`src/logic/xmit_pkg.sv`:
```
package xmit_pkg;

    // data byte and frame buffer address
    typedef logic [7:0] byte_t;
    typedef logic [8:0] buf_addr_t;

    // frame type codes from the host
    // raw: no crc, no ack
    localparam byte_t ftype_raw = 8'h30;
    // data: crc, no ack
    localparam byte_t ftype_data = 8'h31;
    // ack request: crc and wait for ack
    localparam byte_t ftype_ack_req = 8'h32;

    // fixed frame bytes
    localparam byte_t preamble_byte = 8'h55;
    localparam byte_t sfd_byte = 8'hD0;

    // payload bytes per frame, at most
    localparam int max_payload = 255;

    // crc-8, msb first, start value zero
    localparam byte_t crc_poly = 8'h07;

    // one frame held in the buffer, passed down the pipeline
    typedef struct packed {
        buf_addr_t last_addr;
        logic      need_ack;
    } frame_desc_t;

    // sequencer states
    typedef enum logic [2:0] {
        seq_idle,
        seq_fetch,
        seq_present,
        seq_ack_wait,
        seq_finish
    } seq_state_t;

endpackage

```
`src/logic/frame_buffer.sv`:
```
`timescale 1ns/10ps

module frame_buffer (
    input  logic                clk,
    input  logic                wr_en,
    input  xmit_pkg::buf_addr_t wr_addr,
    input  xmit_pkg::byte_t     wr_data,
    input  logic                rd_en,
    input  xmit_pkg::buf_addr_t rd_addr,
    output xmit_pkg::byte_t     rd_data
);
    import xmit_pkg::*;

    // one word per buffer address
    localparam int depth = 2 ** $bits(buf_addr_t);

    byte_t mem [depth];

    // write port
    always_ff @(posedge clk) begin
        if (wr_en) begin
            mem[wr_addr] <= wr_data;
        end
    end

    // registered read, data one cycle after rd_en
    // output holds between reads
    always_ff @(posedge clk) begin
        if (rd_en) begin
            rd_data <= mem[rd_addr];
        end
    end

endmodule

```
`config.mk`:
```
export PLATFORM = sky130hd
export DESIGN_NAME = frame_buffer
export DESIGN_NICKNAME = d
export VERILOG_FILES = /design/src/logic/xmit_pkg.sv /design/src/logic/frame_buffer.sv
export SDC_FILE = /design/constraint.sdc
export NUM_CORES = 2
export LEC_CHECK = 0
export BUFFER_PORTS_ARGS = -buffer_cell sky130_fd_sc_hd__buf_4
export CAP_MARGIN = 5
export CORE_ASPECT_RATIO = 0.6
export CORE_MARGIN = 1
export CORE_UTILIZATION = 35
export CTS_CLUSTER_SIZE = 8
export DETAILED_ROUTE_END_ITERATION = 10
export GPL_ROUTABILITY_DRIVEN = 0
export PLACE_DENSITY = 0.48
export SLEW_MARGIN = 5
export SYNTH_ARGS = -nofsm -noshare
export SYNTH_HDL_FRONTEND = slang
export SYNTH_SLANG_ARGS = --single-unit
```
`constraint.sdc`:
```
create_clock -name clk -period 8.04 [get_ports clk]
set_input_delay 2.01 -clock clk [delete_from_list [all_inputs] [get_ports clk]]
set_output_delay 2.01 -clock clk [all_outputs]
set_load 0.1 [all_outputs]
```
# [Word-level counts from Yosys, hierarchy flattened]
# Memories as Yosys holds them, arrays and structs flattened. A register that Yosys moved wholly into a read port is not among the register bits.
# Cells that the tools add are included.
[word_totals] regBits=0 mem_bits_rw=4096 input_bits=29 out_inout_bits=8 wordCells=3 n_memories=1
[classes] n_mux=2
[mem_list] memory="mem" words=512 word_bits=8 read_ports=1 rd_ports_with_merged_regs=1 write_ports=1 line="frame_buffer.sv:17" text="byte_t mem [depth];"
[op_table] cell="$mux 1" count=2

# [Longest topological paths before layout]
[depth] depth_word=2 depth_mapped=12

# [Worst setup path after synthesis]
# Ideal clock, no wire load.
[synth_path] path_type="input to register" start="input port rd_addr[0]" end="register rd_data[0], read port of mem (data pin)" setup_ns=0.257 arrival_time_ns=3.864 slack_ns=3.919 cell_stages=10 path_buffers=4 cell_sequence="buf_4 > buf_12 > buf_12 > buf_2 > mux4_2 > o21ai_0 > nand3_1 > nand4_1 > o21ai_0 > o2111a_1"
[synth_lines] element="from (decl)" line="frame_buffer.sv:9" text="input xmit_pkg::buf_addr_t rd_addr,"
[synth_lines] element="to (decl)" line="frame_buffer.sv:10" text="output xmit_pkg::byte_t rd_data"

==> impl_metrics.ini <==
[route]
first_iter_violations = 12100
drt_wl_total_um = 493000
drt_pass1_iterations = 6
wire_per_inst_um = 34.1
viasPerCell = 5.80
antenna_left = 0
route.detailed.drc = 0
route.vias.total = 84000

[sta]
hold_slack_ns = 1.34
finalClockSkew_ns = 0.0467
hold_violations = 0
tns_ns = 0
drv_slew = 0
rsz0062_at_grt = no
slew_headroom_pct = 4.49
period_share_pct = 68.5
post-route-min-period_ns = 5.51
max_freq_ghz = 0.182
worst_pin_slew_ns = 1.43
setup_ws_ns = 2.53
finalSetupViolCount = 0

[grt]
antenna_found_initial = 41
grtUsageMet3_pct = 6.24
grt_pass1_vias = 81900
grt_pass1_wl_um = 679000
grt_use_total_pct = 20.9
grt.overflow.total = 0
grt_max_degree = 188
top_usage_layer = met1
grt_use_met2_pct = 26.8
use_met1_pct = 34.4

[floorplan]
initial_utilization_pct = 35.3
die_h_um = 526
die-area_um2 = 460000
core_um2 = 453000
io-pin-count = 37
placementRows = 191
die-width_um = 875

[yosys]
yosysUniqueCellTypes = 50
async_flop_share_pct = 0
synth-seq-cells = 4104
yosysWarnings = 0
ys_seq_area_share_pct = 77.0
syn_inst = 8030
synth_edf_count = 4104
synth_area_um2 = 160000
synthFlopType = edfxtp_1
synthesis.nets = 8059
syn_avg_cell_area_um2 = 19.9

[critical_path]
critPathBufInv = 3
cp_top_family = simple AND/OR/NAND/NOR gates
path_class = primary input to register
critical_path.slowest_cell = nor4_1
r2r_end = rd_data[4]$_DFFE_PP_
crit_path_start_kind = primary input
critPathRequiredTime_ns = 8.85
reg2reg_depth = 6
worstSetupEndpointType = register
worst-r2r-setup-slack_ns = 4.63
r2r_start = mem[141][4]$_DFFE_PP_
crit_chain = buf_16 -> buf_4 -> mux2i_1 -> o221ai_1 -> a21oi_1 -> nor4_1 -> nand4_1 -> nor4_1 -> buf_4 -> o2111a_1
crit_arrival_ns = 6.32
max_stage_delay_ns = 0.69
crit_fanout = 50

[clocking]
ctsHoldBuffers = 0
max-clock-path-buffers = 4
numCtsBuffers = 587
cts_resized = 0
cts_htree_levels = 6
clk_pin_slew_ns = 0.05
cts_setup_buffers = 0
clk_latency_ns = 0.96
cts_tree = built
cts_root_buffer = clkbuf_16
cts_sinks = 4104

[power]
p_leak_nw = 57.3
powerDensity_nw_per_um2 = 262
peakVddDrop_mv = 0.166

[layout]
syn_to_final_growth_pct = 14.4
fillCellCount = 39800
layout_commonest_cell = edfxtp_1
final_cell_mix = 4,104 x edfxtp_1, 797 x mux2i_1, 654 x mux4_2, 605 x clkbuf_16, 595 x nor2_1
final_layout_size_suffix_gt1_share_pct = 18.8
nets = 8359

[worst_hold_path]
min_path_type = register to register
min_path_cells = 5
hold_end = rd_data[5]$_DFFE_PP_
hp-start = mem[152][5]$_DFFE_PP_

[placement]
dp_hpwl_um = 305000
place_ws_ns = 1.52
placement.io_buffers = 36

[flow_run]
cap_violations = 0

[status]
status = complete, no violations
==> logic make-up (layout without fill, tap and decap cells) <==
group,Yosys count,after routing,share of synthesized area [%]
buf+inv,516,865,1.85
mux,1451,1451,14.2
other cells,0,9,0
simple gates,980,980,2.63
flops,4104,4104,77.0
compound gates,979,979,4.31
==> stage by stage <==
step	power, mW	instance area (µm²)	utilization, %	instances
3_3_place_gp	26.4	167000	36.9	13800
5_1_grt	49.2	183000	40.4	14500
6_report	48.0	183000	40.4	14500
2_1_floorplan	25.2	160000	-	8030
4_1_cts	48.3	183000	40.4	14500
3_5_place_dp	26.4	167000	36.9	13800
==> synth_stat cells, types with 8 or more instances <==
cell	instances	area [µm²]
edfxtp_1	4104	123000
mux2i_1	797	7980
mux4_2	654	14700
nor2_1	597	2240
o221ai_1	371	3250
clkbuf_1	265	995
a21oi_1	194	971
o22ai_1	163	1020
o21ai_0	118	591
nand2_1	111	417
nor3_1	109	546
buf_4	70	526
buf_6	64	721
a22oi_1	61	458
buf_2	57	285
buf_1	41	154
nand3_1	36	180
nor4_1	36	225
nand4_1	32	200
and2_1	20	125
a211oi_1	17	128
o31ai_1	13	97.6
buf_8	11	165
nor3b_1	8	60.1
o2111a_1	8	90.1
==> state kept, by name (all words and copies together), names as in the netlist <==
signal   count
mem       4096
rd_data      8
==> worst reg2reg max path, stage by stage, from the launching register on <==
cell	delay, ns
edfxtp_1	0.32
mux4_2	0.24
o22ai_1	0.19
nor3_1	0.64
o22ai_1	0.38
nor2_1	1.15
o2111a_1	0.35
==> metal layers <==
| layer | routed length [µm] | vias up |
|---|---|---|
| met3 | 54100 | 616 |
| li1 | - | 33900 |
| met4 | 8990 | 8 |
| met2 | 193000 | 4426 |
| met5 | 231 | - |
| met1 | 237000 | 45000 |
==> area by class of cell <==
| type | count | area [µm²] | share of cell area [%] |
|---|---|---|---|
| Antenna cell | 9 | 22.5 | 0.0123 |
| Clock buffer | 607 | 15100 | 8.28 |
| Clock inverter | 31 | 434 | 0.237 |
| Inverter | 3 | 18.8 | 0.0103 |
| Multi-Input combinational cell | 3410 | 34100 | 18.6 |
| Sequential cell | 4104 | 123000 | 67.3 |
| Tap cell | 6079 | 7610 | 4.16 |
| Timing Repair Buffer | 224 | 2440 | 1.33 |
==> where the power goes <==
group	total (mW)	switching, mW	internal, mW	leakage, nW
Sequential	23.6	0.0154	23.6	36.9
Combinational	2.38	1.70	0.678	12.8
Clock	22.0	8.81	13.2	7.66
==> worst max-delay path by stage <==
stage / slack [ns] / depth (start not counted) / end / from
floorplan: 3.92 / 10 / rd_data[0]$_DFFE_PP_ / rd_addr[0]
global placement: 0.67 / 10 / rd_data[4]$_DFFE_PP_ / rd_addr[0]
detailed placement: 1.52 / 8 / rd_data[0]$_DFFE_PP_ / rd_addr[2]
CTS: 2.55 / 8 / rd_data[0]$_DFFE_PP_ / rd_addr[2]
global route: 2.43 / 9 / rd_data[1]$_DFFE_PP_ / rd_addr[2]
finish: 2.53 / 10 / rd_data[3]$_DFFE_PP_ / rd_addr[0]
No activity file was read; power rests on OpenSTA's default activity.
