==> config.mk <==
export PLATFORM = sky130hd
export DESIGN_NAME = medium_access
export DESIGN_NICKNAME = d
export VERILOG_FILES = /design/src/logic/xmit_pkg.sv /design/src/logic/medium_access.sv
export SDC_FILE = /design/constraint.sdc
export NUM_CORES = 1
export LEC_CHECK = 0
export BUFFER_PORTS_ARGS = -buffer_cell sky130_fd_sc_hd__buf_2
export CORE_ASPECT_RATIO = 0.75
export CORE_UTILIZATION = 50
export DETAILED_ROUTE_END_ITERATION = 8
export PLACE_DENSITY_LB_ADDON = 0.25
export SLEW_MARGIN = 20
export SYNTH_ARGS = -nofsm -noshare
export SYNTH_HDL_FRONTEND = slang
export SYNTH_SLANG_ARGS = --single-unit
==> constraint.sdc <==
create_clock -name clk -period 2.54 [get_ports clk]
set_input_delay 0.254 -clock clk [delete_from_list [all_inputs] [get_ports clk]]
set_output_delay 0.254 -clock clk [all_outputs]
set_load 0.01 [all_outputs]
==> src/logic/xmit_pkg.sv <==
package xmit_pkg;

    // data byte and frame buffer address
    typedef logic [7:0] byte_t;
    typedef logic [8:0] buf_addr_t;

    // frame type codes from the host
    // raw: no crc, no ack
    localparam byte_t ftype_raw = 8'h30;
    // data: crc, no ack
    localparam byte_t ftype_data = 8'h31;
    // ack request: crc and wait for ack
    localparam byte_t ftype_ack_req = 8'h32;

    // fixed frame bytes
    localparam byte_t preamble_byte = 8'h55;
    localparam byte_t sfd_byte = 8'hD0;

    // payload bytes per frame, at most
    localparam int max_payload = 255;

    // crc-8, msb first, start value zero
    localparam byte_t crc_poly = 8'h07;

    // one frame held in the buffer, passed down the pipeline
    typedef struct packed {
        buf_addr_t last_addr;
        logic      need_ack;
    } frame_desc_t;

    // sequencer states
    typedef enum logic [2:0] {
        seq_idle,
        seq_fetch,
        seq_present,
        seq_ack_wait,
        seq_finish
    } seq_state_t;

endpackage

==> src/logic/medium_access.sv <==
`timescale 1ns/10ps

module medium_access #(
    parameter int difs_cycles = 80,
    parameter int slot_cycles = 8
) (
    input  logic                  clk,
    input  logic                  rst,
    input  logic                  cardet,
    input  logic                  frame_ready,
    input  logic                  retry_req,
    input  xmit_pkg::frame_desc_t desc_in,
    output logic                  grant,
    output xmit_pkg::frame_desc_t desc_out
);
    import xmit_pkg::*;

    localparam logic [15:0] difs_last = 16'(difs_cycles - 1);

    typedef enum logic [1:0] {
        ma_idle,
        ma_difs,
        ma_backoff,
        ma_grant
    } ma_state_t;

    ma_state_t   state;
    logic [15:0] lfsr;
    logic [15:0] cnt;
    logic [15:0] backoff_len;
    logic        busy_seen;
    frame_desc_t desc_q;

    assign grant = state == ma_grant;
    assign desc_out = desc_q;

    // free running, taps 16 14 13 11
    always_ff @(posedge clk) begin
        if (rst) begin
            lfsr <= 16'hace1;
        end else begin
            lfsr <= {lfsr[14:0], lfsr[15] ^ lfsr[13] ^ lfsr[12] ^ lfsr[10]};
        end
    end

    // descriptor kept for retries
    always_ff @(posedge clk) begin
        if (frame_ready) desc_q <= desc_in;
    end

    always_ff @(posedge clk) begin
        if (rst) begin
            state <= ma_idle;
            cnt <= '0;
            busy_seen <= 1'b0;
        end else begin
            case (state)
                ma_idle: if (frame_ready || retry_req) begin
                    state <= ma_difs;
                    cnt <= '0;
                    busy_seen <= 1'b0;
                end
                ma_difs: begin
                    if (cardet) begin
                        busy_seen <= 1'b1;
                        cnt <= '0;
                    end else if (cnt == difs_last) begin
                        cnt <= '0;
                        if (busy_seen) begin
                            // 1 to 64 slots
                            state <= ma_backoff;
                            backoff_len <= 16'((lfsr[5:0] + 7'd1) * slot_cycles);
                        end else begin
                            state <= ma_grant;
                        end
                    end else begin
                        cnt <= cnt + 1'b1;
                    end
                end
                ma_backoff: begin
                    // carrier during backoff restarts the whole wait
                    if (cardet) begin
                        state <= ma_difs;
                        cnt <= '0;
                    end else if (cnt == backoff_len - 1'b1) begin
                        state <= ma_grant;
                    end else begin
                        cnt <= cnt + 1'b1;
                    end
                end
                ma_grant: state <= ma_idle;
                default: state <= ma_idle;
            endcase
        end
    end

endmodule

**After elaboration in Yosys (flattened, before gate mapping)**

Index checks and enable logic that the tools add are counted.

- Add/sub/neg operators: 3
- Equality and inequality tests: 11
- Multiplexer cells: 16
- Bitwise gates (word level): 5
- Reductions and logical operators: 8

Operators by type and width:

| cell | number |
|---|---|
| $mux W16 | 5 |
| $pmux W16 S3 | 1 |
| $add A16 B1 Y16 const B | 1 |
| $eq A16 B16 Y1 | 1 |
| $eq A16 B7 Y1 const B | 1 |
| $sub A16 B1 Y16 const B | 1 |
| $mux W2 | 5 |
| $ne A2 B2 Y1 const B | 4 |
| $pmux W2 S4 | 1 |
| $add A6 B1 Y7 const B | 1 |
| $ne A3 B3 Y1 const B | 2 |
| $reduce_and A3 Y1 | 2 |
| $reduce_and A5 Y1 | 1 |
| $eq A2 B2 Y1 const B | 2 |
| $reduce_and A4 Y1 | 1 |
| $mux W1 | 3 |
| $reduce_bool A3 Y1 | 1 |
| $xor A1 B1 Y1 | 3 |
| $eq A2 B1 Y1 const B | 1 |
| $logic_not A2 Y1 | 1 |
| $not A1 Y1 | 2 |
| $pmux W1 S2 | 1 |
| $reduce_bool A2 Y1 | 1 |
| $logic_or A1 B1 Y1 | 1 |

- Register bits: 58
- Input bits: 15
- Output and inout bits: 11
- Logic and storage cells: 50

**Longest topological paths before layout**

- Word-level depth: 5
- Gate-level depth with buffers: 12
- Gate-level depth less buffers: 8

**Least setup slack after synthesis**

OpenSTA, ideal clock, no wires.

- Kind: reg2reg
- Start: register cnt[5]
- End: register backoff_len[3], enable pin
- Library setup time: 0.390 ns
- Arrival time: 2.414 ns
- Data required time: 2.150 ns
- Setup slack: -0.265 ns
- Cell stages (with the launch flop): 5
- Path buffers: 1
- Period minus slack after synthesis: 2.805 ns
- Cell sequence: dfxtp_1 -> buf_6 -> or4b_4 -> or4_2 -> nor4_1

- Longest elaborated chain between the ends: 2

RTL lines:

| element | RTL line | text |
|---|---|---|
| from (decl) | medium_access.sv:29 | `logic [15:0] cnt;` |
| from (signal assigned) | medium_access.sv:77 | `cnt <= cnt + 1'b1;` |
| from (signal assigned) | medium_access.sv:88 | `cnt <= cnt + 1'b1;` |
| $eq A16 B7 Y1 | medium_access.sv:67 | `end else if (cnt == difs_last) begin` |
| $reduce_and A5 Y1 (no source line) | - |  |
| to (signal assigned) | medium_access.sv:72 | `backoff_len <= 16'((lfsr[5:0] + 7'd1) * slot_cycles);` |
| to (decl) | medium_access.sv:30 | `logic [15:0] backoff_len;` |

No other way between the ends.
A chain may end at the register's enable or synchronous reset.

**Worst setup path in the final report**

- Start: register backoff_len[5]
- End: register cnt[1]

- Longest elaborated chain between the ends: 4

RTL lines:

| element | RTL line | text |
|---|---|---|
| $sub A16 B1 Y16 | medium_access.sv:85 | `end else if (cnt == backoff_len - 1'b1) begin` |
| $eq A16 B16 Y1 | medium_access.sv:85 |  |
| $ne A3 B3 Y1 (no source line) | - |  |
| $reduce_and A3 Y1 (no source line) | - |  |

No other way between the ends.

==> summary.txt <==
Synth
  • Synth Flop Type: dfxtp_1
  • Mean Syn Cell Area: 9.461 sq um
  • Ys Warns: 0
  • Synth top area cells: dfxtp_1, edfxtp_1, ha_1, a21oi_1, xnor2_1
  • Synthesized area: 2829 sq um
  • Sequential fraction of the synthesis area: 42.81%
  • Mapped Nets: 322
  • Synth top area share: 24.77%
  • Post-synth EDFFs: 17
  • Register bit total from synthesis: 52
  • Post-synth top area cell: dfxtp_1
  • Cells after Synth: 299
  • Synth unique cells: 59
  • Asr flop ratio synth: 0%

Final layout
  • ANT cells: 0
  • Layout net count: 359
  • Share of cells above drive strength 1: 24.33%
  • Area Overhead vs Synth: 15.52%
  • Post-Layout Inst Area: 3268 sq um
  • Fill count: 479

STA
  • Setup WS post-layout: 108.8 ps
  • Slew of the pin with the lowest slew margin: 728.8 ps
  • Fin. max-slew vios: 0
  • RSZ-0062 raised after global routing: yes
  • Setup TNS: 0 ps
  • Clk_skew: 6.400 ps
  • Achievable Freq: 0.4113 GHz
  • Setup violators final: 0
  • Final hold vios: 0
  • Final worst path period share: 95.72%
  • Max_slew headroom: 51.24%
  • Final hold slack: 109.8 ps
  • Min Clock Period, post-route: 2431 ps

Floorplanning
  • Io pins: 26
  • Die footprint: 5966 sq um
  • Die Ht: 67.14 um
  • Chip width: 88.86 um
  • Core area: 5381 sq um
  • Cell Rows: 23
  • Initial Util: 52.57%

Clocking
  • CTS buffer count: 5
  • CTS Sinks: 52
  • Worst-Skew Late Latency: 310 ps
  • CTS H-Tree Depth: 2
  • Hold Buf Count CTS: 0
  • Max Root-Sink Buffers: 2
  • Clk root buf: clkbuf_8
  • CTS tree: built
  • Clock transition at the registers of the reported paths: 100 ps

Critical path
  • Critical Path RT: 2790 ps
  • Worst setup path start: backoff_len[5]$_DFFE_PP_
  • Critical path endpoint: cnt[1]$_SDFFE_PP0P_
  • WS Path Type: reg -> reg
  • CP Max Fanout: 8
  • Worst setup EP type: register
  • Critical Path AT: 2690 ps
  • Worst r2r path cells: 8
  • R2R Setup Slk: 110 ps
  • Worst Setup Start Kind: register
  • Worst R2R Start: backoff_len[5]$_DFFE_PP_
  • Worst R2R End: cnt[1]$_SDFFE_PP0P_

Power and ir drop
  • Pwr Density: 564.4 nW/um^2
  • Peak supply drop: 0.0004828 V
  • Pleak: 1.196 nW
  • Tot Pwr: 1.845 mW

Worst hold path
  • Worst min-delay path category: in -> reg

Route
  • Vias: 2419
  • # DRC: 0
  • WL final: 6720 um
  • 1st-iter DRT viols: 207
  • DR WL/cell: 16.31 um
  • Drt via density: 5.871
  • Final ANT Viol Nets: 0
  • Initial DRT Pass Iterations: 5

GRT
  • GR Util All Layers: 24.47%
  • Vias in the first global route: 2201
  • Grt ovf: 0
  • First-pass GRT wire length: 10850 um
  • Initial antenna violation count: 0
  • Largest net degree at the start of global routing: 23

Flow run
  • Max_cap viols: 0

Place
  • Final HPWL DP: 4981 um
  • I/O Buffers: 25
  • Placed Area: 3153 sq um
  • Place WS: 77.35 ps
  • Gpl congestion: 0.8750

Status
  • Status: finished clean
==> cells by family (layout without fill, tap and decap cells) <==
family	count (synthesis)	in the layout	synth area share, %
buf+inv	38	76	5.573
xor+xnor	13	13	4.025
flops	52	52	42.81
mux	1	1	0.3538
compound gates	76	76	20.08
fa+ha+maj	8	8	3.538
simple gates	111	111	23.62
==> worst min-delay path by stage <==
stage	from	endpoint	slack, ps	cells after the start
finish	desc_in[5]	desc_out[5]$_DFFE_PP_	110	1
global route	desc_in[6]	desc_out[6]$_DFFE_PP_	100	1
CTS	desc_in[5]	desc_out[5]$_DFFE_PP_	100	1
detailed placement	lfsr[9]$_SDFF_PP0_	lfsr[10]$_SDFF_PP1_	400	1
global placement	lfsr[9]$_SDFF_PP0_	lfsr[10]$_SDFF_PP1_	400	1
floorplan	desc_in[0]	desc_out[0]$_DFFE_PP_	350	0
==> state kept, by name, summed over array words and instances (netlist names) <==
name         cells
cnt             16
lfsr            16
busy_seen        1
desc_out        10
state            2
backoff_len      7
==> synthesized netlist by cell type, types with 6 or more instances <==
library cell	number
a21oi_1	17
a41oi_1	8
buf_2	6
clkbuf_1	11
dfxtp_1	35
edfxtp_1	17
ha_1	8
inv_1	20
nand2_1	14
nand3_1	9
nand4_1	8
nor2_1	15
nor2b_1	10
o21ai_0	8
o31ai_1	6
or2_2	9
xnor2_1	9
==> placed cells by master, fill, tap and decap left out, drive strengths merged, types with 10 or more instances in the layout <==
master / instances
a21oi: 18
buf: 48
dfxtp: 35
edfxtp: 17
inv: 22
nand2: 14
nor2: 16
nor2b: 10
==> area by class of cell <==
type | count | area [sq um] | area share (%)
inverter | 20 | 75.07 | 2.297
clock buffer | 5 | 68.82 | 2.106
tap | 75 | 93.84 | 2.871
multi-input combinational | 209 | 1496 | 45.79
timing repair buffer | 48 | 297.8 | 9.112
sequential | 52 | 1211 | 37.06
clock inverter | 3 | 25.02 | 0.7657
==> per-layer routing <==
metal	vias up	GRT usage, %	share of wire (%)
li1	1197	-	-
met1	1117	35.08	49
met2	92	36.92	43
met3	13	4.034	5.8
met4	0	9.677	1.9
met5	-	0	0
==> metrics by stage <==
stage	util, %	instances
floorplan	-	299
global placement	58.59	404
detailed placement	58.59	404
CTS	60.33	412
global route	60.73	412
finish	60.73	412
==> power by group <==
| part | switching, mW | internal (mW) |
|---|---|---|
| clock network | 0.302 | 0.202 |
| registers | 0.0328 | 0.907 |
| logic | 0.244 | 0.158 |
==> critical path, stage by stage (launching register included) <==
cell and delay (ps):
edfxtp_1 500, nor4_4 350, buf_4 200, and4_1 200, o22a_1 200, nand4_1 260
buf_4 250, o21ai_1 210, mux2i_1 190
==> timing repair <==
item                                    4_1_cts  5_1_grt
gates resized for setup                       0        3
setup buffers                                 0        0
endpoints found under the setup margin        0       12
endpoints found under the hold margin         0        0
Note: power is estimated with default switching activity, not from simulation.
