## config.mk

```make
export PLATFORM = sky130hd
export DESIGN_NAME = frame_builder
export DESIGN_NICKNAME = d
export VERILOG_FILES = /design/src/logic/xmit_pkg.sv /design/src/logic/frame_builder.sv
export SDC_FILE = /design/constraint.sdc
export NUM_CORES = 1
export LEC_CHECK = 0
export BUFFER_PORTS_ARGS = -buffer_cell sky130_fd_sc_hd__buf_4
export CAP_MARGIN = 20
export CORE_MARGIN = 5
export CORE_UTILIZATION = 53
export CTS_CLUSTER_SIZE = 16
export DETAILED_ROUTE_END_ITERATION = 7
export PLACE_DENSITY = 0.82
export SETUP_SLACK_MARGIN = 0.15
export SYNTH_ARGS = -nofsm -noshare
export SYNTH_HDL_FRONTEND = slang
export SYNTH_SLANG_ARGS = --single-unit
```

## constraint.sdc

```tcl
create_clock -name clk -period 3.1 [get_ports clk]
set_input_delay 0.155 -clock clk [delete_from_list [all_inputs] [get_ports clk]]
set_output_delay 0.155 -clock clk [all_outputs]
set_load 0.01 [all_outputs]
```

## src/logic/xmit_pkg.sv

```systemverilog
package xmit_pkg;

    // data byte and frame buffer address
    typedef logic [7:0] byte_t;
    typedef logic [8:0] buf_addr_t;

    // frame type codes from the host
    // raw: no crc, no ack
    localparam byte_t ftype_raw = 8'h30;
    // data: crc, no ack
    localparam byte_t ftype_data = 8'h31;
    // ack request: crc and wait for ack
    localparam byte_t ftype_ack_req = 8'h32;

    // fixed frame bytes
    localparam byte_t preamble_byte = 8'h55;
    localparam byte_t sfd_byte = 8'hD0;

    // payload bytes per frame, at most
    localparam int max_payload = 255;

    // crc-8, msb first, start value zero
    localparam byte_t crc_poly = 8'h07;

    // one frame held in the buffer, passed down the pipeline
    typedef struct packed {
        buf_addr_t last_addr;
        logic      need_ack;
    } frame_desc_t;

    // sequencer states
    typedef enum logic [2:0] {
        seq_idle,
        seq_fetch,
        seq_present,
        seq_ack_wait,
        seq_finish
    } seq_state_t;

endpackage

```

## src/logic/frame_builder.sv

```systemverilog
`timescale 1ns/10ps

module frame_builder #(
    parameter int preamble_len = 2
) (
    input  logic                  clk,
    input  logic                  rst,
    input  logic                  xvalid,
    input  xmit_pkg::byte_t       xdata,
    input  logic                  xsend,
    input  xmit_pkg::byte_t       mac,
    input  logic                  frame_done,
    output logic                  xrdy,
    output logic                  wr_en,
    output xmit_pkg::buf_addr_t   wr_addr,
    output xmit_pkg::byte_t       wr_data,
    output logic                  frame_ready,
    output xmit_pkg::frame_desc_t desc
);
    import xmit_pkg::*;

    // fixed layout: preamble, sfd, dest, own address, type, payload
    localparam buf_addr_t sfd_addr = buf_addr_t'(preamble_len);
    localparam buf_addr_t dest_addr = buf_addr_t'(preamble_len + 1);
    localparam buf_addr_t src_addr = buf_addr_t'(preamble_len + 2);
    localparam buf_addr_t type_addr = buf_addr_t'(preamble_len + 3);
    localparam buf_addr_t pay_base = buf_addr_t'(preamble_len + 4);
    localparam buf_addr_t pay_max = buf_addr_t'(max_payload);

    typedef enum logic [3:0] {
        s_dest,
        s_pre,
        s_sfd,
        s_src,
        s_type,
        s_payload,
        s_crc,
        s_ready,
        s_hold
    } build_state_t;

    build_state_t state;
    buf_addr_t    pre_cnt;
    buf_addr_t    len;
    buf_addr_t    pay_addr;
    byte_t        crc;
    byte_t        type_q;
    logic         has_crc;
    logic         pay_take;

    function automatic byte_t crc8_next(input byte_t crc_in, input byte_t data);
        byte_t c;
        c = crc_in ^ data;
        for (int i = 0; i < 8; i++) begin
            c = c[7] ? ((c << 1) ^ crc_poly) : (c << 1);
        end
        return c;
    endfunction

    assign pay_addr = pay_base + len;
    assign has_crc = type_q != ftype_raw;
    // 256th byte is taken but only closes the frame
    assign pay_take = xvalid && (len != pay_max);

    assign xrdy = (state == s_dest) || (state == s_type) || (state == s_payload);
    assign frame_ready = state == s_ready;

    always_comb begin
        wr_en = 1'b0;
        wr_addr = dest_addr;
        wr_data = xdata;
        case (state)
            s_dest: wr_en = xvalid;
            s_pre: begin
                wr_en = 1'b1;
                wr_addr = pre_cnt;
                wr_data = preamble_byte;
            end
            s_sfd: begin
                wr_en = 1'b1;
                wr_addr = sfd_addr;
                wr_data = sfd_byte;
            end
            s_src: begin
                wr_en = 1'b1;
                wr_addr = src_addr;
                wr_data = mac;
            end
            s_type: begin
                wr_en = xvalid;
                wr_addr = type_addr;
            end
            s_payload: begin
                wr_en = pay_take;
                wr_addr = pay_addr;
            end
            s_crc: begin
                wr_en = has_crc;
                wr_addr = pay_addr;
                wr_data = crc;
            end
            default: wr_en = 1'b0;
        endcase
    end

    always_ff @(posedge clk) begin
        if (rst) begin
            state <= s_dest;
            pre_cnt <= '0;
            len <= '0;
        end else begin
            case (state)
                s_dest: if (xvalid) begin
                    state <= s_pre;
                    pre_cnt <= '0;
                    len <= '0;
                end
                s_pre: begin
                    pre_cnt <= pre_cnt + 1'b1;
                    if (pre_cnt == sfd_addr - 1'b1) state <= s_sfd;
                end
                s_sfd: state <= s_src;
                s_src: state <= s_type;
                // xsend before the type byte is ignored
                s_type: if (xvalid) state <= s_payload;
                s_payload: begin
                    if (xvalid && !pay_take) begin
                        state <= s_crc;
                    end else begin
                        if (xvalid) len <= len + 1'b1;
                        if (xsend) state <= s_crc;
                    end
                end
                s_crc: state <= s_ready;
                s_ready: state <= s_hold;
                s_hold: if (frame_done) state <= s_dest;
                default: state <= s_dest;
            endcase
        end
    end

    // running crc over dest, own address, type and payload
    always_ff @(posedge clk) begin
        case (state)
            s_dest: if (xvalid) crc <= crc8_next('0, xdata);
            s_src: crc <= crc8_next(crc, mac);
            s_type: if (xvalid) begin
                crc <= crc8_next(crc, xdata);
                type_q <= xdata;
            end
            s_payload: if (pay_take) crc <= crc8_next(crc, xdata);
            s_crc: begin
                desc.last_addr <= has_crc ? pay_addr : pay_addr - 1'b1;
                desc.need_ack <= type_q == ftype_ack_req;
            end
            default: crc <= crc;
        endcase
    end

endmodule

```

# Word level (Yosys, flattened, before mapping)
# Cells that the tools add are included.
# W data, S select, Z words.
dict set report word_totals {
  inputBits 21
  ff_bits 48
  wordCells 118
  output_inout_bits 30
}
dict set report op_classes {
  reduce_logical 17
  addsub 4
  muxes 44
  bitwise_logic 26
  eq_ne 20
}
# op count
set op_table {}
lappend op_table {{$mux W3} 24}
lappend op_table {{$not A3 Y3} 24}
lappend op_table {{$pmux W8 S4} 2}
lappend op_table {{$pmux W9 S5} 1}
lappend op_table {{$mux W9} 4}
lappend op_table {{$pmux W4 S9} 1}
lappend op_table {{$pmux W9 S2} 2}
lappend op_table {{$mux W4} 6}
lappend op_table {{$mux W8} 3}
lappend op_table {{$add A9 B1 Y9 const B} 2}
lappend op_table {{$eq A4 B3 Y1 const B} 4}
lappend op_table {{$xor A8 B8 Y8} 2}
lappend op_table {{$ne A2 B2 Y1 const B} 7}
lappend op_table {{$add A3 B9 Y9 const A} 1}
lappend op_table {{$eq A9 B1 Y1 const B} 1}
lappend op_table {{$ne A9 B8 Y1 const B} 1}
lappend op_table {{$sub A9 B1 Y9 const B} 1}
lappend op_table {{$eq A4 B2 Y1 const B} 2}
lappend op_table {{$eq A8 B6 Y1 const B} 1}
lappend op_table {{$ne A8 B6 Y1 const B} 1}
lappend op_table {{$reduce_and A4 Y1} 2}
lappend op_table {{$reduce_and A5 Y1} 1}
lappend op_table {{$eq A4 B1 Y1 const B} 1}
lappend op_table {{$eq A4 B4 Y1 const B} 1}
lappend op_table {{11 further kinds} 16}

# Depth between registers and ports, before layout
# Gate-level depths: netlist (run 1).
dict set report depth {
  ltp_word 19
  ltp_mapped 10
}

# Worst setup path before layout (run 1)
# No wires, ideal clock.
dict set report synth_timing {
  kind {flip-flop to output port}
  start {register state[1]}
  end {output wr_data[1]}
  slack_ps 825
  arrival_ps 2120
  required_ps 2945
  stages_incl_launch_ff 6
  path_cell_list {dfxtp_1 > buf_2 > nand2_1 > nor3_1 > a222oi_1 > inv_1}
}
dict set report synth_via {
  elab_chain_len 2
  elab_cells_between_ends 5
  cone_classes {eq/ne: 4; mux: 1}
}
# element line
set synth_rtl {}
lappend synth_rtl {{start, declared} frame_builder.sv:42} ;# build_state_t state;
lappend synth_rtl {{start signal, assigned} frame_builder.sv:108} ;# state <= s_dest;
lappend synth_rtl {{start signal, assigned} frame_builder.sv:114} ;# state <= s_pre;
lappend synth_rtl {{start signal, assigned} frame_builder.sv:120} ;# if (pre_cnt == sfd_addr - 1'b1) state <= s_sfd;
lappend synth_rtl {{$eq A4 B3 Y1, or another cell as far along} frame_builder.sv:72} ;# case (state)
lappend synth_rtl {{$pmux W8 S4 *} frame_builder.sv:72}
lappend synth_rtl {{end, declared} frame_builder.sv:16} ;# output xmit_pkg::byte_t wr_data,
# Mark *: on every way between the ends. The rest lies on a longest branch, timed or not.

# Final worst setup path (run 1)
dict set report layout_timing {
  start {register len[1]}
  end {register len[3]}
}
dict set report layout_via {
  elab_chain_len 6
  elab_cells_between_ends 10
  cone_classes {add/sub: 1; eq/ne: 2; mux: 3; reduce/logical: 4}
}
# element line
set layout_rtl {}
lappend layout_rtl {{start, declared} frame_builder.sv:44} ;# buf_addr_t len;
lappend layout_rtl {{start signal, assigned} frame_builder.sv:130} ;# if (xvalid) len <= len + 1'b1;
lappend layout_rtl {{branches (longest 6 deep; another with $add A9 B1 Y9)} n/a}
# Parallel ways; which one is timed is not known. The select of a mux whose other input is x is not followed.
# A chain may end at the register's enable or synchronous reset.

==> results.yml, run 1 <==
sta:
  timing.fmax_mhz: 393
  skew_ns: 0.00901
  slew_viol_final: 0
  relSlewSlack: 0.504
  holdWs_ns: 0.0754
  setup_violations: 0
  fin_crit_sh: 0.821
  hold_viol_final: 0
  worstMarginPinSlew_ns: 0.744
  fin_tns_setup_ns: 0
  rsz0062_at_grt: "false"
  period_minus_slack_ns: 2.54
placement:
  io_buffers: 50
  place_congestion: 0.912
  dp_hpwl_um: 6370
pwr:
  leakage_nw: 1.45
  powerDensity_nw_per_um2: 415
  design_power_total_mw: 1.62
  irDropWorstVdd_mv: 0.259
finish:
  utilization: 0.621
  layout-drive-gt1-share: 0.159
  syn2layout_area_growth_pct: 14.8
  antennaDiodeCount: 0
  nNetsFinal: 457
worst_setup_path:
  crit_path_max_fanout: 14
  cp_cell_sequence: "ha_1, nand2_1, nor2_1, ha_1, and3b_1, o211ai_1, nor2_1, xnor2_1, nor3_1"
  worstSetupPathType: "flop to flop"
  worstPathRequired_ns: 3.32
  arrival_ns: 2.77
  worstSetupEndpointType: "flop"
  slowest_delay_ns: 0.61
  cp_slowest_cell: "dfxtp_1"
  cp-start-kind: "flop"
logic_synthesis:
  synth_top_cell_by_area: "edfxtp_1"
  synthTopCellsByArea: "edfxtp_1, dfxtp_1, xnor2_1"
  synth_compound_area_frac: 0.170
  ys_seq_area_frac: 0.360
  syn-mean-instance-area_um2: 8.75
  synth_fa_ha_area_frac: 0.0332
  synth_area_um2: 3400
  synthSimpleGateAreaFrac: 0.189
  synth_edf_count: 26
  synth_top_family_by_area: "XOR/XNOR gates"
  synth_top_area_share: 0.230
  synthDistinctLibCells: 50
  yosys.area_share.xor_xnor: 0.200
  ys_seq_elements: 48
  synth.most_common_cell: "xnor2_1"
  yosys_warnings: 0
  synth_commonest_cells: "xnor2_1, nand2_1, nor2_1, o21ai_0, edfxtp_1"
  yosys-mux-area-fraction: 0.00626
  syn_inst: 388
  synth_nets: 418
  async_flop_share: 0
  synth_ff_type: "edfxtp_1"
cts:
  cts_buffer_depth: 2
  clock-sinks: 48
  cts.repair.resized: 0
  cts_tree: "done"
  insertion_delay_ns: 0.30
  clk_pin_slew_ns: 0.09
  holdBufCountCts: 0
  cts_max_level: 2
  post_cts_buffers: 0
  cts-root-buf: "clkbuf_8"
  cts_buffers: 5
drt:
  remaining_drc_errors: 0
  ant_nets: 0
  vias: 3002
  firstDrtPassIters: 5
  drt-wirelength-per-cell_um: 16.3
  via_per_inst: 5.94
  routed_wl_um: 8250
  drtIter0Drc: 151
run_status:
  outcome: "finished, final reports clean"
grt:
  first_global_vias: 2917
  antenna_found_initial: 0
  grt_max_degree: 24
  grt.overflow.total: 0
  grt_use_total: 0.204
  grt_pass1_wl_um: 14000
floorplan:
  dieHeight_um: 90.0
  die_area_um2: 8110
  ios: 51
  die_x_um: 90.0
  initial_utilization: 0.541
  core-area_um2: 6280
  row_count: 29
flow_run:
  drv_cap: 0
hold_path:
  hold_path.class: "input pin to flop"
[path summary, 6_finish.rpt]
check	start	slack, ns	endpoint	depth (start not counted)
min reg2reg	pre_cnt[6]	0.52	pre_cnt[6]	2
max	len[1]	0.56	len[3]	9
min	xdata[0]	0.08	type_q[0]	1
max reg2reg	len[1]	0.56	len[3]	9
[metrics by stage]
stage          area [um2]  setup slack [ns]  cells
6_report             3900             0.555    505
5_1_grt              3900             0.312    505
4_1_cts              3900             0.549    505
3_5_place_dp         3820             0.603    497
3_3_place_gp         3820             0.714    497
2_1_floorplan        3400             0.825    388
[registers in the layout, summed over array words and instances (netlist names)]
| name | cells |
|---|---|
| type_q | 8 |
| desc | 10 |
| state | 4 |
| len | 9 |
| crc | 8 |
| pre_cnt | 9 |
[routing by layer]
| metal | share of wire | track usage |
|---|---|---|
| met1 | 0.44 | 0.267 |
| met2 | 0.49 | 0.341 |
| met3 | 0.054 | 0.0359 |
| met4 | 0.018 | 0.0645 |
| met5 | 0 | 0 |
[cell type report]
cell class | instances | area (um2)
Multi-Input combinational cell | 304 | 2040
Sequential cell | 48 | 1220
Clock buffer | 7 | 76.3
Inverter | 13 | 48.8
Timing Repair Buffer | 55 | 413
Fill cell | 544 | 2380
Tap cell | 77 | 96.3
Clock inverter | 1 | 5.00
[cell families after synthesis]
logic type      count (synthesis)
compound gates                 93
xor+xnor                       72
buf+inv                        36
flops                          48
fa+ha+maj                       9
mux                             2
simple gates                  128
[worst max-delay path: cells and delay by family, from the launching register on]
kind	cells	cell delay, ns
AOI/OAI and AO/OA	1	0.45
xor gates and xnor gates	1	0.15
adders and majority gates	2	0.58
DFF	1	0.61
and+or+nand+nor	5	0.68
[cell usage in the layout, fill, tap and decap left out, drive strengths merged, types with 2 or more instances in the layout]
cell	synthesis	final
nand2	34	34
a21boi	2	2
nor3	16	16
nor2	32	32
xor2	24	24
or3	7	7
a222oi	3	3
and3	6	6
o21bai	2	2
inv	13	13
o211ai	6	6
a221oi	2	2
o211a	2	2
xnor3	3	3
a211oi	2	2
nor4b	2	2
xnor2	45	45
ha	9	9
nand3b	7	7
o21ai	33	33
buf	7	55
nand4	6	6
dfxtp	22	22
o221ai	3	3
a22oi	6	6
nand3	6	6
clkbuf	16	7
nand2b	2	2
edfxtp	26	26
nor2b	4	4
a21o	2	2
a31oi	5	5
a21oi	21	21
[where the power goes]
| group | internal, mW | switching, mW | leakage (nW) |
|---|---|---|---|
| Combinational | 0.250 | 0.268 | 0.988 |
| Sequential | 0.697 | 0.0427 | 0.423 |
| Clock | 0.159 | 0.200 | 0.0422 |
Power figures use the tool's default switching activity.
==> run 2: changes to the inputs <==
==> constraint.sdc (replaced) <==
create_clock -name clk -period 2.4 [get_ports clk]
set_input_delay 0.12 -clock clk [delete_from_list [all_inputs] [get_ports clk]]
set_output_delay 0.12 -clock clk [all_outputs]
set_load 0.01 [all_outputs]
==> results.yml, run 2 (synthesized netlist as in run 1, its figures left out) <==
run_status:
  outcome: "finished, final reports clean"
cts:
  cts_max_level: 2
  clock-sinks: 48
  cts-root-buf: "clkbuf_8"
  insertion_delay_ns: 0.31
  cts_tree: "done"
  clk_pin_slew_ns: 0.09
  cts_buffers: 5
  cts_buffer_depth: 2
sta:
  timing.fmax_mhz: 469
  setup_ws_ns: 0.267
  hold_viol_final: 0
  rsz0062_at_grt: "false"
  slew_viol_final: 0
  period_minus_slack_ns: 2.13
  worstMarginPinSlew_ns: 0.926
  fin_crit_sh: 0.889
  setup_violations: 0
  relSlewSlack: 0.378
  skew_ns: 0.00184
  fin_tns_setup_ns: 0
drt:
  firstDrtPassIters: 7
  routed_wl_um: 8640
  ant_nets: 0
  vias: 3093
  remaining_drc_errors: 0
  drt-wirelength-per-cell_um: 16.7
  via_per_inst: 5.97
  drtIter0Drc: 279
grt:
  grt_pass1_wl_um: 14200
  first_global_vias: 3067
  grt_max_degree: 21
  grt_use_total: 0.212
  antenna_found_initial: 0
  grt.overflow.total: 0
placement:
  pre_cts_ws_ns: 0.200
  dp_hpwl_um: 6670
  place_congestion: 0.910
  io_buffers: 50
pwr:
  leakage_nw: 1.53
  irDropWorstVdd_mv: 0.340
  powerDensity_nw_per_um2: 553
worst_setup_path:
  worstReg2RegStart: "len[5]"
  worstSetupPathType: "flop to flop"
  worstSetupEndpointType: "flop"
  cp-start-kind: "flop"
  crit_path_max_fanout: 5
  worstPathRequired_ns: 2.62
  cp-startpoint: "len[5]"
  arrival_ns: 2.36
finish:
  nNetsFinal: 470
  fillCellCount: 530
  largest-register: "desc"
  syn2layout_area_growth_pct: 19.3
  antennaDiodeCount: 0
  layout-drive-gt1-share: 0.215
  largest_reg_flops: 10
  mostFrequentLayoutCell: "buf_4"
  final_cell_mix: "buf_4, xnor2_1, nand2_1"
  largestRegisters: "desc: 10 flops, len: 9 flops, pre_cnt: 9 flops"
flow_run:
  drv_cap: 0
floorplan:
  row_count: 29
  ios: 51
  initial_utilization: 0.541
  die_x_um: 90.0
  die_area_um2: 8110
  dieHeight_um: 90.0
  core-area_um2: 6280
hold_path:
  hold_path.class: "input pin to flop"
  worstHoldStart: "xdata[0]"
==> run 2: cell types whose count changed in the layout (fill, tap and decap cells not counted), moves of 2 or more <==
cell	before	now
dfxtp_2	0	7
ha_1	9	7
dfxtp_1	22	15
ha_2	0	2
clkbuf_1	2	0
buf_4	55	68
==> run 2: area by class of cell <==
cell class	count	area (um2)	area share
multi-input cells	304	2060	0.507
repair buffers	68	510	0.126
clock buffers	5	68.8	0.0170
flip-flops and latches	48	1230	0.303
clock inverters	3	42.5	0.0105
inverters	13	48.8	0.0120
well taps	77	96.3	0.0238
==> run 2: path summary, 6_finish.rpt <==
path                            slack (ns)  cells past startpoint    endpoint
worst max-delay path                  0.27                     11      len[5]
worst min-delay path                  0.03                      1   type_q[0]
worst max register to register        0.27                     11      len[5]
worst min register to register        0.53                      2  pre_cnt[6]
==> run 2: where the power goes <==
group / leakage (nW) / switching [mW] / internal [mW]
clock network: 0.0541 / 0.286 / 0.309
registers: 0.426 / 0.0448 / 0.901
logic: 1.05 / 0.363 / 0.337
total: 1.53 / 0.694 / 1.55
==> run 2: metal layers <==
metal,share of wire,vias to the layer above,GRT usage
met1,0.40,1441,0.260
li1,-,1486,-
met3,0.072,29,0.0376
met2,0.50,137,0.360
met4,0.029,0,0.0931
met5,0,-,0
==> run 2: metrics by stage <==
step	util	power (mW)	instances	cell area (um2)	hold WS (ns)
2_1_floorplan	-	1.44	388	3400	0.219
3_3_place_gp	0.621	1.62	508	3900	0.345
3_5_place_dp	0.621	1.64	508	3900	0.343
4_1_cts	0.639	2.23	516	4010	0.0268
5_1_grt	0.646	2.34	518	4050	0.0128
6_report	0.646	2.24	518	4050	0.0258
==> run 2: timing repair <==
item / in CTS / in global routing
hold buffers: 0 / 0
endpoints found under the setup margin: 0 / 21
resized for setup: 0 / 12
setup buffers: 0 / 2
==> run 2: worst max-delay path: stages, from the launching register on <==
cell	delay (ns)
dfxtp_2	0.33
and3_4	0.19
nand3_1	0.11
nor2_1	0.12
ha_2	0.19
buf_4	0.13
and3b_1	0.18
o211ai_1	0.25
buf_4	0.18
nor3_2	0.04
xnor2_1	0.13
nor3_1	0.20
